===== config.mk =====
export PLATFORM = sky130hd
export DESIGN_NAME = tx_status_capture
export DESIGN_NICKNAME = d
export VERILOG_FILES = /design/src/tx_status_pkg.sv /design/src/tx_status_capture.sv
export VERILOG_INCLUDE_DIRS = /design/src /design/src/src
export SDC_FILE = /design/constraint.sdc
export NUM_CORES = 1
export LEC_CHECK = 0
export ABC_CLOCK_PERIOD_IN_PS = 3150
export BUFFER_PORTS_ARGS = -buffer_cell sky130_fd_sc_hd__buf_2
export CAP_MARGIN = 10
export CORE_ASPECT_RATIO = 1.25
export CORE_MARGIN = 3
export CORE_UTILIZATION = 35
export DETAILED_ROUTE_END_ITERATION = 6
export PLACE_DENSITY = 0.7
export SLEW_MARGIN = 40
export SYNTH_ARGS = -nofsm -noshare
export SYNTH_HDL_FRONTEND = slang
export SYNTH_SLANG_ARGS = --single-unit
export TNS_END_PERCENT = 20

===== constraint.sdc =====
create_clock -name clk -period 3.15 [get_ports clk]
set_clock_uncertainty 0.05 [all_clocks]
set_input_delay 0.7875 -clock clk [delete_from_list [all_inputs] [get_ports clk]]
set_output_delay 0.7875 -clock clk [all_outputs]
set_load 0.01 [all_outputs]

===== src/tx_status_defines.svh =====
// Register offsets are byte addresses on an 8-bit APB bus; the count width must hold FIFO depth
`ifndef TX_STATUS_DEFINES_SVH
`define TX_STATUS_DEFINES_SVH

// Records held per queue
`define TXS_FIFO_DEPTH 64

// Occupancy and drop counter width, wide enough for a full queue
`define TXS_CNT_W 7

// Info record, first word; reading it does not pop
`define TXS_ADDR_INFO1 8'h58
// Info record, second word; reading it pops the info queue
`define TXS_ADDR_INFO2 8'h5C

// Block-ack bitmap, low half; reading it does not pop
`define TXS_ADDR_BMP_LO 8'h60
// Block-ack bitmap, high half; reading it pops the bitmap queue
`define TXS_ADDR_BMP_HI 8'h64

// Info occupancy in bits 7:0, drop counter in bits 15:8
`define TXS_ADDR_STAT 8'h68

`endif


===== src/tx_status_pkg.sv =====
// Record types for the transmit status queues; field widths are fixed by the register layout
`default_nettype none

`include "tx_status_defines.svh"

package tx_status_pkg;

    // One completed transmit attempt, without the bitmap
    typedef struct packed {
        logic [3:0]  cw_adj;    // Contention window with slot carry
        logic [8:0]  slots;     // Random backoff slots
        logic [1:0]  prio;      // Linux priority
        logic [1:0]  queue_idx; // Hardware queue
        logic [5:0]  bd_idx;    // Buffer descriptor index
        logic [3:0]  retrans;   // Retransmission count
        logic [11:0] ssn;       // Block-ack start sequence number
        logic [5:0]  pkt_cnt;   // Packets in the aggregate
    } tx_info_t;

    // Block-ack bitmap, bit 0 is the SSN frame
    typedef logic [63:0] ba_bitmap_t;

    // Occupancy and drop counters
    typedef logic [`TXS_CNT_W-1:0] txs_cnt_t;

endpackage

`default_nettype wire


===== src/tx_status_capture.sv =====
// All fields must be valid in the same cycle as tx_try_complete; there is no back-pressure
`default_nettype none

module tx_status_capture
    import tx_status_pkg::*;
(
    input  wire logic        clk,
    input  wire logic        rstn,
    input  wire logic        tx_try_complete,
    input  wire logic [9:0]  num_slot_random,
    input  wire logic [3:0]  cw,
    input  wire logic [79:0] tx_status,
    input  wire logic [1:0]  linux_prio,
    input  wire logic [5:0]  pkt_cnt,
    input  wire logic [1:0]  tx_queue_idx,
    input  wire logic [5:0]  bd_wr_idx,
    output tx_info_t         rec_info,
    output ba_bitmap_t       rec_bitmap,
    output logic             rec_valid
);

    tx_info_t info_d;

    // Pack the status word and side fields into one record
    always_comb begin
        info_d.cw_adj    = cw + 4'(num_slot_random[9]); // Window grows on slot carry
        info_d.slots     = num_slot_random[8:0];
        info_d.prio      = linux_prio;
        info_d.queue_idx = tx_queue_idx;
        info_d.bd_idx    = bd_wr_idx;
        info_d.retrans   = tx_status[3:0];
        info_d.ssn       = tx_status[15:4];
        info_d.pkt_cnt   = pkt_cnt;
    end

    always_ff @(posedge clk) begin
        if (!rstn) begin
            rec_valid <= 1'b0;
        end else begin
            rec_valid <= tx_try_complete;
        end
    end

    always_ff @(posedge clk) begin
        if (tx_try_complete) begin
            rec_info   <= info_d;
            rec_bitmap <= tx_status[79:16]; // Upper 64 bits carry the bitmap
        end
    end

endmodule

`default_nettype wire


==> results.yml <==
floorplan:
  die_w_um: 93.47
  rows: 39
  start_util_pct: 36.29
  core_area_um2: 9223
  die-area_um2: 10780
  io_pins: 223
  fp.dieH_um: 115.3
clocking:
  cts-resized-gates: 0
  root_buffer: "clkbuf_16"
  path_clk_slew_ps: 70
  htreeDepth: 3
  cts_tree: "done"
  cts_setup_buffers: 0
  cts_buffer_depth: 2
  clkSinkCount: 110
  holdBufCountCts: 0
  cts_made_buffers: 9
yosys:
  ys_seq_area_share_pct: 98.39
  async_flop_share_pct: 0
  yosysUniqueCellTypes: 7
  yosys_warnings: 0
  synth_top_area_share_pct: 97.79
  netlist_area_um2: 3347
  netlist_instances: 116
  synth_common_cells: "edfxtp_1, ha_1"
  syn_nets: 231
  synthFlopType: "edfxtp_1"
  synth-edff-count: 109
  ys_top_cells_by_area: "edfxtp_1, ha_1, dfxtp_1"
  ys_seq_elements: 110
  avgSynthCellArea_um2: 28.85
  synth_top_area_cell: "edfxtp_1"
  synth_most_common_cell: "edfxtp_1"
sta:
  fin_hold_ws_ps: 574.3
  setup_viol: 0
  relSlewSlack_pct: 60.55
  hold_viol_final: 0
  rsz0062_at_grt: "false"
  max_freq_mhz: 587.8
  tightest_slew_ps: 591.8
  tns_ps: 0
  min_period_ps: 1701
  drv_slew: 0
  finalWorstSetupSlack_ps: 1449
  period_share_pct: 54.01
final_layout:
  syn2layout_area_growth_pct: 47.36
  utilization_pct: 53.48
  multiInputGateArea_um2: 53.80
  nNetsFinal: 467
  n_fill_cell: 769
  drive_gt1_share_pct: 66.39
  ff_latch_area_um2: 3293
  diodes: 0
setup_path:
  crit_buf_inv: 1
  worstPathRequired_ps: 2310
  cp-end-kind: "output port"
  crit_end: "rec_info[43]"
  critical_path.startpoint: "rec_info[43]$_DFFE_PP_"
  critical_path_arrival_ps: 860
  path_depth: 1
  critPathTopFamily: "flip-flops"
  critPathMaxFanout: 1
  cp_cell_sequence: "buf_2"
  worstSetupPathType: "reg2out"
  worst_path_max_delay_cell: "edfxtp_1"
  slowest_delay_ps: 380
  start_kind: "register"
detailed_routing:
  antenna_left: 0
  num_vias: 1995
  totalWireLength_um: 7404
  via_per_inst: 4.156
  drt-pass1-iter-count: 4
  routedWlPerCell_um: 15.43
  drt_iter0_markers: 44
  drc: 0
power_and_ir_drop:
  comb_power_share_pct: 9.0
  ir_drop_v: 0.0003307
  leakage_nw: 2.132
  power_frac_seq_pct: 57.0
  power.share.clock_pct: 34.0
  power.switching_w: 0.0006201
  fin_total_pwr_w: 0.003096
  swShare_pct: 20.03
  power_density_nw_per_um2: 627.6
  p_int_w: 0.002475
global_routing:
  busiest_layer: "met2"
  met1_usage_pct: 14.65
  antenna_found_initial: 2
  grt_start_max_net_pins: 49
  grt_pass1_wl_um: 10400
  grt_use_met3_pct: 4.581
  grt_pass1_vias: 2065
  gr-usage-met2_pct: 22.57
  overflow: 0
  grt_usage_pct: 13.30
placed_design:
  port_buffers: 222
  dp_slack_ps: 1139
  routabilityCongestion: 0.6793
run:
  drv_cap: 0
worst_hold_path:
  hp-class: "in2reg"
run_status:
  status: "complete, no violations"
==> registers in the layout, indices dropped and copies added, names as in the netlist <==
register / count
rec_bitmap: 64
rec_info: 45
rec_valid: 1
==> area by class of cell <==
| cell class | instances | area share (%) |
|---|---|---|
| flip-flops and latches | 110 | 66.77 |
| clock inverters | 5 | 1.015 |
| clock buffers | 11 | 4.718 |
| repair buffers | 225 | 23.29 |
| well taps | 123 | 3.120 |
| multi-input cells | 6 | 1.091 |
==> how the worst min path moves through the flow <==
stage | to | cells after the start | from
2_1_floorplan | rec_bitmap[0]$_DFFE_PP_ | 0 | tx_status[16]
3_3_place_gp | rec_bitmap[28]$_DFFE_PP_ | 1 | tx_status[44]
3_5_place_dp | rec_bitmap[58]$_DFFE_PP_ | 1 | tx_status[74]
4_1_cts | rec_info[21]$_DFFE_PP_ | 1 | tx_status[3]
5_1_grt | rec_info[10]$_DFFE_PP_ | 1 | tx_status[8]
6_report | rec_info[21]$_DFFE_PP_ | 1 | tx_status[3]
==> power groups by stage <==
| stage | sequential [W] | clock, W | combinational [W] |
|---|---|---|---|
| 2_1_floorplan | 0.00187 | 0 | 0.00000371 |
| 3_3_place_gp | 0.00179 | 0 | 0.000281 |
| 3_5_place_dp | 0.00180 | 0 | 0.000286 |
| 4_1_cts | 0.00177 | 0.00109 | 0.000286 |
| 5_1_grt | 0.00177 | 0.00116 | 0.000304 |
| 6_report | 0.00176 | 0.00105 | 0.000279 |
==> through the flow <==
step           std cells  cell area, µm²
2_1_floorplan        116            3347
6_report             480            4932
3_5_place_dp         464            4649
5_1_grt              480            4932
4_1_cts              480            4932
3_3_place_gp         464            4649
==> placed cells by master (no fill, tap or decap) <==
cell type	instances
and2_1	1
buf_12	1
buf_2	221
buf_4	3
bufinv_16	1
clkbuf_1	2
clkbuf_16	9
clkinv_1	2
clkinv_2	1
clkinvlp_4	1
dfxtp_1	1
edfxtp_1	109
ha_1	2
nand3_1	1
xnor2_1	1
xor2_1	1
==> routing by layer <==
metal / wire length [µm] / vias up / share of wire, %
li1: - / 941 / -
met1: 2518 / 920 / 34
met2: 3993 / 114 / 54
met3: 714 / 16 / 9.6
met4: 149 / 4 / 2.0
met5: 27 / - / 0.36
==> cells by family (layout without fill, tap and decap cells) <==
group	after synthesis	after routing	synth area share (%)
xor+xnor	2	2	0.5235
fa+ha+maj	2	2	0.7475
buf+inv	0	241	0
flops	110	110	98.39
simple gates	2	2	0.3364
Power figures use the tool's default switching activity.
