### src/tx_status_defines.svh
// Register offsets are byte addresses on an 8-bit APB bus; the count width must hold FIFO depth
`ifndef TX_STATUS_DEFINES_SVH
`define TX_STATUS_DEFINES_SVH

// Records held per queue
`define TXS_FIFO_DEPTH 64

// Occupancy and drop counter width, wide enough for a full queue
`define TXS_CNT_W 7

// Info record, first word; reading it does not pop
`define TXS_ADDR_INFO1 8'h58
// Info record, second word; reading it pops the info queue
`define TXS_ADDR_INFO2 8'h5C

// Block-ack bitmap, low half; reading it does not pop
`define TXS_ADDR_BMP_LO 8'h60
// Block-ack bitmap, high half; reading it pops the bitmap queue
`define TXS_ADDR_BMP_HI 8'h64

// Info occupancy in bits 7:0, drop counter in bits 15:8
`define TXS_ADDR_STAT 8'h68

`endif

### src/tx_status_pkg.sv
// Record types for the transmit status queues; field widths are fixed by the register layout
`default_nettype none

`include "tx_status_defines.svh"

package tx_status_pkg;

    // One completed transmit attempt, without the bitmap
    typedef struct packed {
        logic [3:0]  cw_adj;    // Contention window with slot carry
        logic [8:0]  slots;     // Random backoff slots
        logic [1:0]  prio;      // Linux priority
        logic [1:0]  queue_idx; // Hardware queue
        logic [5:0]  bd_idx;    // Buffer descriptor index
        logic [3:0]  retrans;   // Retransmission count
        logic [11:0] ssn;       // Block-ack start sequence number
        logic [5:0]  pkt_cnt;   // Packets in the aggregate
    } tx_info_t;

    // Block-ack bitmap, bit 0 is the SSN frame
    typedef logic [63:0] ba_bitmap_t;

    // Occupancy and drop counters
    typedef logic [`TXS_CNT_W-1:0] txs_cnt_t;

endpackage

`default_nettype wire

### src/status_queue_if.sv
// Queue heads are first-word-fall-through; a pop is only legal while the queue is not empty
`default_nettype none

interface status_queue_if
    import tx_status_pkg::*;
();

    tx_info_t   info_head;   // Oldest info record
    logic       info_empty;
    logic       info_pop;
    ba_bitmap_t bitmap_head; // Oldest bitmap
    logic       bitmap_empty;
    logic       bitmap_pop;
    txs_cnt_t   info_count;  // Records in the info queue
    txs_cnt_t   drop_cnt;    // Records lost to a full queue
    logic       drop_clr;

    modport queue (
        output info_head, info_empty, bitmap_head, bitmap_empty, info_count, drop_cnt,
        input  info_pop, bitmap_pop, drop_clr
    );

    modport apb (
        input  info_head, info_empty, bitmap_head, bitmap_empty, info_count, drop_cnt,
        output info_pop, bitmap_pop, drop_clr
    );

endinterface

`default_nettype wire

### src/tx_status_apb.sv
// No wait states; write data is not used, any write to STAT clears the drop counter
`default_nettype none

`include "tx_status_defines.svh"

module tx_status_apb
    import tx_status_pkg::*;
(
    input  wire logic        clk,
    input  wire logic        rstn,
    input  wire logic [7:0]  paddr,
    input  wire logic        psel,
    input  wire logic        penable,
    input  wire logic        pwrite,
    input  wire logic [31:0] pwdata,
    output logic      [31:0] prdata,
    output logic             pready,
    output logic             pslverr,
    status_queue_if.apb      sq
);

    logic access;
    logic rd_access;
    logic addr_hit;

    assign access    = psel && penable;
    assign rd_access = access && !pwrite;
    assign pready    = 1'b1;

    always_comb begin
        case (paddr)
            `TXS_ADDR_INFO1, `TXS_ADDR_INFO2, `TXS_ADDR_BMP_LO,
            `TXS_ADDR_BMP_HI, `TXS_ADDR_STAT: addr_hit = 1'b1;
            default:                          addr_hit = 1'b0;
        endcase
    end

    // Read words, with the empty values substituted
    always_comb begin
        case (paddr)
            `TXS_ADDR_INFO1: begin
                prdata = sq.info_empty ? 32'hFFFF_FFFF :
                         {sq.info_head.cw_adj, sq.info_head.slots, sq.info_head.prio,
                          sq.info_head.queue_idx, 4'd0, sq.info_head.bd_idx, 1'b0,
                          sq.info_head.retrans};
            end
            `TXS_ADDR_INFO2: begin
                prdata = sq.info_empty ? 32'd0 :
                         {14'd0, sq.info_head.ssn, sq.info_head.pkt_cnt};
            end
            `TXS_ADDR_BMP_LO: prdata = sq.bitmap_empty ? 32'd0 : sq.bitmap_head[31:0];
            `TXS_ADDR_BMP_HI: prdata = sq.bitmap_empty ? 32'd0 : sq.bitmap_head[63:32];
            `TXS_ADDR_STAT:   prdata = {16'd0, 8'(sq.drop_cnt), 8'(sq.info_count)};
            default:          prdata = 32'd0;
        endcase
    end

    // Second word of each pair advances its queue
    assign sq.info_pop   = rd_access && (paddr == `TXS_ADDR_INFO2) && !sq.info_empty;
    assign sq.bitmap_pop = rd_access && (paddr == `TXS_ADDR_BMP_HI) && !sq.bitmap_empty;
    assign sq.drop_clr   = access && pwrite && (paddr == `TXS_ADDR_STAT);

    // Decoded in the setup phase, held through the access phase
    always_ff @(posedge clk) begin
        if (!rstn) begin
            pslverr <= 1'b0;
        end else if (psel && !penable) begin
            pslverr <= !addr_hit;
        end else begin
            pslverr <= 1'b0;
        end
    end

endmodule

`default_nettype wire

### src/flat_wrapper.sv
// flat-port wrapper written by rule: the top's interface ports become plain ports
module tx_status_apb_flat import tx_status_pkg::*;
  (clk, rstn, paddr, psel, penable, pwrite, pwdata, prdata, pready, pslverr, sq_info_head, sq_info_empty, sq_bitmap_head, sq_bitmap_empty, sq_info_count, sq_drop_cnt, sq_info_pop, sq_bitmap_pop, sq_drop_clr);
  status_queue_if sq_i ();
  input  wire logic clk;
  input  wire logic rstn;
  input  wire logic [7:0] paddr;
  input  wire logic psel;
  input  wire logic penable;
  input  wire logic pwrite;
  input  wire logic [31:0] pwdata;
  output logic      [31:0] prdata;
  output logic pready;
  output logic pslverr;
  input wire logic [$bits(sq_i.info_head)-1:0] sq_info_head;
  input wire logic [$bits(sq_i.info_empty)-1:0] sq_info_empty;
  input wire logic [$bits(sq_i.bitmap_head)-1:0] sq_bitmap_head;
  input wire logic [$bits(sq_i.bitmap_empty)-1:0] sq_bitmap_empty;
  input wire logic [$bits(sq_i.info_count)-1:0] sq_info_count;
  input wire logic [$bits(sq_i.drop_cnt)-1:0] sq_drop_cnt;
  output wire logic [$bits(sq_i.info_pop)-1:0] sq_info_pop;
  output wire logic [$bits(sq_i.bitmap_pop)-1:0] sq_bitmap_pop;
  output wire logic [$bits(sq_i.drop_clr)-1:0] sq_drop_clr;
  assign sq_i.info_head = sq_info_head;
  assign sq_i.info_empty = sq_info_empty;
  assign sq_i.bitmap_head = sq_bitmap_head;
  assign sq_i.bitmap_empty = sq_bitmap_empty;
  assign sq_i.info_count = sq_info_count;
  assign sq_i.drop_cnt = sq_drop_cnt;
  assign sq_info_pop = sq_i.info_pop;
  assign sq_bitmap_pop = sq_i.bitmap_pop;
  assign sq_drop_clr = sq_i.drop_clr;
  tx_status_apb u_core (.clk(clk), .rstn(rstn), .paddr(paddr), .psel(psel), .penable(penable), .pwrite(pwrite), .pwdata(pwdata), .prdata(prdata), .pready(pready), .pslverr(pslverr), .sq(sq_i));
endmodule
### config.mk
export PLATFORM = sky130hd
export DESIGN_NAME = tx_status_apb_flat
export DESIGN_NICKNAME = d
export VERILOG_FILES = /design/src/tx_status_pkg.sv /design/src/status_queue_if.sv /design/src/tx_status_apb.sv /design/src/flat_wrapper.sv
export VERILOG_INCLUDE_DIRS = /design/src /design/src/src
export SDC_FILE = /design/constraint.sdc
export NUM_CORES = 1
export LEC_CHECK = 0
export BUFFER_PORTS_ARGS = -buffer_cell sky130_fd_sc_hd__buf_2
export CAP_MARGIN = 20
export CORE_AREA = 3 3 79 81
export CTS_CLUSTER_SIZE = 25
export DETAILED_ROUTE_END_ITERATION = 6
export DIE_AREA = 0 0 82 84
export GPL_TIMING_DRIVEN = 0
export PLACE_DENSITY = 0.67
export SYNTH_ARGS = -nofsm -noshare
export SYNTH_HDL_FRONTEND = slang
export SYNTH_SLANG_ARGS = --single-unit
### constraint.sdc
create_clock -name clk -period 1.7 [get_ports clk]
set_input_delay 0.085 -clock clk [delete_from_list [all_inputs] [get_ports clk]]
set_output_delay 0.085 -clock clk [all_outputs]
set_load 0.01 [all_outputs]
==> run summary <==
========================================================================================
Result of the run                                                           complete, no violations
Wire length after detailed routing                                               6250 um
Hold slack                                                                        282 ps
Setup bufs post-CTS                                                                    0
Worst max-slew margin expressed relative to the limit                              0.614
Worst setup EP type                                                         primary output
Type of the worst setup path                                                      in2out
Global-route wire length before repair                                           8840 um
Number of endpoints failing setup at the final stage                                   0
Post-synthesis sequential area ratio                                              0.0157
Number of global-route vias before repair                                          1,912
Horizontal die dimension                                                           82 um
Delay of the slowest cell on the worst path                                       370 ps
Total count of hold-check failures in the final report                                 0
Final total power                                                             0.000364 W
Number of enable flip-flop cells after synthesis                                       0
Slew Limit Fails                                                                       0
Largest registers                                                           u_core.pslverr x1
Number of warning messages in the yosys log                                            0
Most used DFF post-synth                                                    sky130_fd_sc_hd__dfxtp_1
Power per standard cell area                                                  163 nW/um2
Die area                                                                        6890 um2
Total half-perimeter wirelength after legalization and detailed placement        5370 um
Setup slack after layout                                                          237 ps
Via count                                                                          2,029
Required time reported for the critical path endpoint                            1620 ps
Peak Freq                                                                      0.684 GHz
Die height                                                                         84 um
Antenna violations before repair                                                       0
Synth Net Count                                                                      347
Post-synthesis instance area                                                    1280 um2
Number of inserted diodes                                                              0
Detailed-route DRC error count                                                         0
Post-CTS Hold Fix Bufs                                                                 0
Antenna violation net count after detailed routing                                     0
Row count                                                                             27
Post-DR wirelength/cell                                                          14.8 um
Violation count after the first detailed-route iteration                              52
Number of vias per cell after detailed routing                                      4.81
Pre-CTS WS                                                                        213 ps
Worst Tran Pin Value                                                              578 ps
Total gr overflow                                                                      0
Data arrival time of the critical path                                           1380 ps
Fraction of final layout cells with drive strength greater than 1                  0.586
Starting utilization of the core area                                              0.231
Placer congestion estimate                                                         0.763
Post-layout nets                                                                     522
Flip-flop count of the largest register after layout                                   1
Critical-path top delay cell                                                sky130_fd_sc_hd__and4bb_4
Layout Area Growth over Synthesis                                                  74.8%
Static leakage                                                                   1.34 nW
Critical path cell sequence                                                 buf_2 -> and4bb_4 -> buf_4 -> nand2_2 -> buf_6 -> o22ai_2 -> buf_2
Critical path fanouts, max                                                            10
Max-capacitance violation count                                                        0
Cell count after synthesis                                                           177
Portion of synthesized cell area occupied by the leading cell type                 0.250
Post-route minimum period                                                        1460 ps
Router iterations before antenna repair                                                4
Unrepaired setup endpoints after global routing                                    false
Cell types with the largest area share after synthesis                      sky130_fd_sc_hd__mux2i_1, sky130_fd_sc_hd__o22ai_2, sky130_fd_sc_hd__nor2_1
Core region area                                                                5540 um2
Overall Global Routing Usage                                                       0.156
Library cells used by synthesis                                                       36
Setup TNS Final                                                                     0 ps
Maximum number of pins on one net before global-route repair                          11
Mapped Avg Cell Area                                                            7.22 um2
Worst setup SP type                                                         primary input
Number of input and output port buffers inserted                                     173
Dominant cell type by area after synthesis                                  sky130_fd_sc_hd__mux2i_1
Register ranked first by flip-flop count                                    u_core.pslverr
Most used cell along the critical path                                      sky130_fd_sc_hd__buf_2
Hold WC Path Type                                                                 in2reg
Peak supply drop                                                              0.000140 V
CTS clock-pin slew for the worst setup and hold paths                               0 ps
Count of state elements after synthesis                                                1
Total of cells resized after clock tree synthesis                                      0
Top-Level Pins                                                                       207
Share of synthesized registers carrying an async set or reset                          0
Portion of the clock cycle consumed by the worst path in the final layout          0.860
Post-synth top cells                                                        sky130_fd_sc_hd__mux2i_1, sky130_fd_sc_hd__nor2_1, sky130_fd_sc_hd__nand2_1
Most frequent cell after synthesis                                          sky130_fd_sc_hd__mux2i_1
========================================================================================
-- cell families (layout without fill, tap and decap cells) --
logic type,count (synthesis),count (layout),share of synthesized area
AO/OA/AOI/OAI,66,66,0.386
buffers and inverters,16,189,0.0802
flip-flops,1,1,0.0157
multiplexers,32,32,0.250
other,1,1,0.00293
AND/OR/NAND/NOR,61,61,0.265
-- cells in the final DEF, fill, tap and decap left out, types with 2 or more instances in the layout --
cell type	Yosys	routed
sky130_fd_sc_hd__o22ai_2	10	10
sky130_fd_sc_hd__a21o_1	7	7
sky130_fd_sc_hd__and4bb_4	2	2
sky130_fd_sc_hd__buf_6	2	2
sky130_fd_sc_hd__a311o_1	3	3
sky130_fd_sc_hd__nor2_2	2	2
sky130_fd_sc_hd__o22ai_1	11	11
sky130_fd_sc_hd__nor2_1	29	29
sky130_fd_sc_hd__mux2i_1	32	32
sky130_fd_sc_hd__clkbuf_1	2	2
sky130_fd_sc_hd__a2bb2oi_1	2	2
sky130_fd_sc_hd__a21oi_1	12	12
sky130_fd_sc_hd__o21ai_1	7	7
sky130_fd_sc_hd__buf_4	5	5
sky130_fd_sc_hd__a22oi_1	2	2
sky130_fd_sc_hd__o21ai_0	4	4
sky130_fd_sc_hd__nor2b_1	2	2
sky130_fd_sc_hd__nand3b_1	2	2
sky130_fd_sc_hd__a211o_1	6	6
sky130_fd_sc_hd__nand2_1	13	13
sky130_fd_sc_hd__buf_2	7	180
-- power by group --
part | total, W | internal, W | switching (W)
clock network | 0 | 0 | 0
registers | 0.0000252 | 0.0000249 | 0.000000254
logic | 0.000338 | 0.000189 | 0.000149
-- routing by layer --
layer | track usage | vias up | wire length (um)
li1 | - | 1019 | -
met1 | 0.189 | 928 | 2490
met2 | 0.305 | 82 | 3290
met3 | 0.0140 | 0 | 469
met4 | 0 | 0 | 0
met5 | 0 | - | 0
-- through the flow --
| step | area, um2 | instances | utilization |
|---|---|---|---|
| 2_1_floorplan | 1280 | 177 | - |
| 3_3_place_gp | 2230 | 422 | 0.403 |
| 3_5_place_dp | 2230 | 422 | 0.403 |
| 4_1_cts | 2230 | 422 | 0.403 |
| 5_1_grt | 2230 | 422 | 0.403 |
| 6_report | 2230 | 422 | 0.403 |
-- area by class of cell --
cell class / instances / area [um2]
plain buffers: 16 / 103
fillers: 612 / 3310
multi-input cells: 160 / 1160
flip-flops and latches: 1 / 20.0
well taps: 72 / 90.1
repair buffers: 173 / 866
-- worst max-delay path, delay by kind of cell --
family / cells / cell delay [ps]
simple gates: 2 / 530
buf+inv: 4 / 660
compound gates: 1 / 100
-- path summary, 6_finish.rpt --
kind	start	to	slack [ps]	depth (start not counted)
worst max-delay path	paddr[7]	prdata[18]	240	7
worst min-delay path	penable	u_core.pslverr$_SDFF_PN0_	280	2
(Power assumes the default switching activity.)
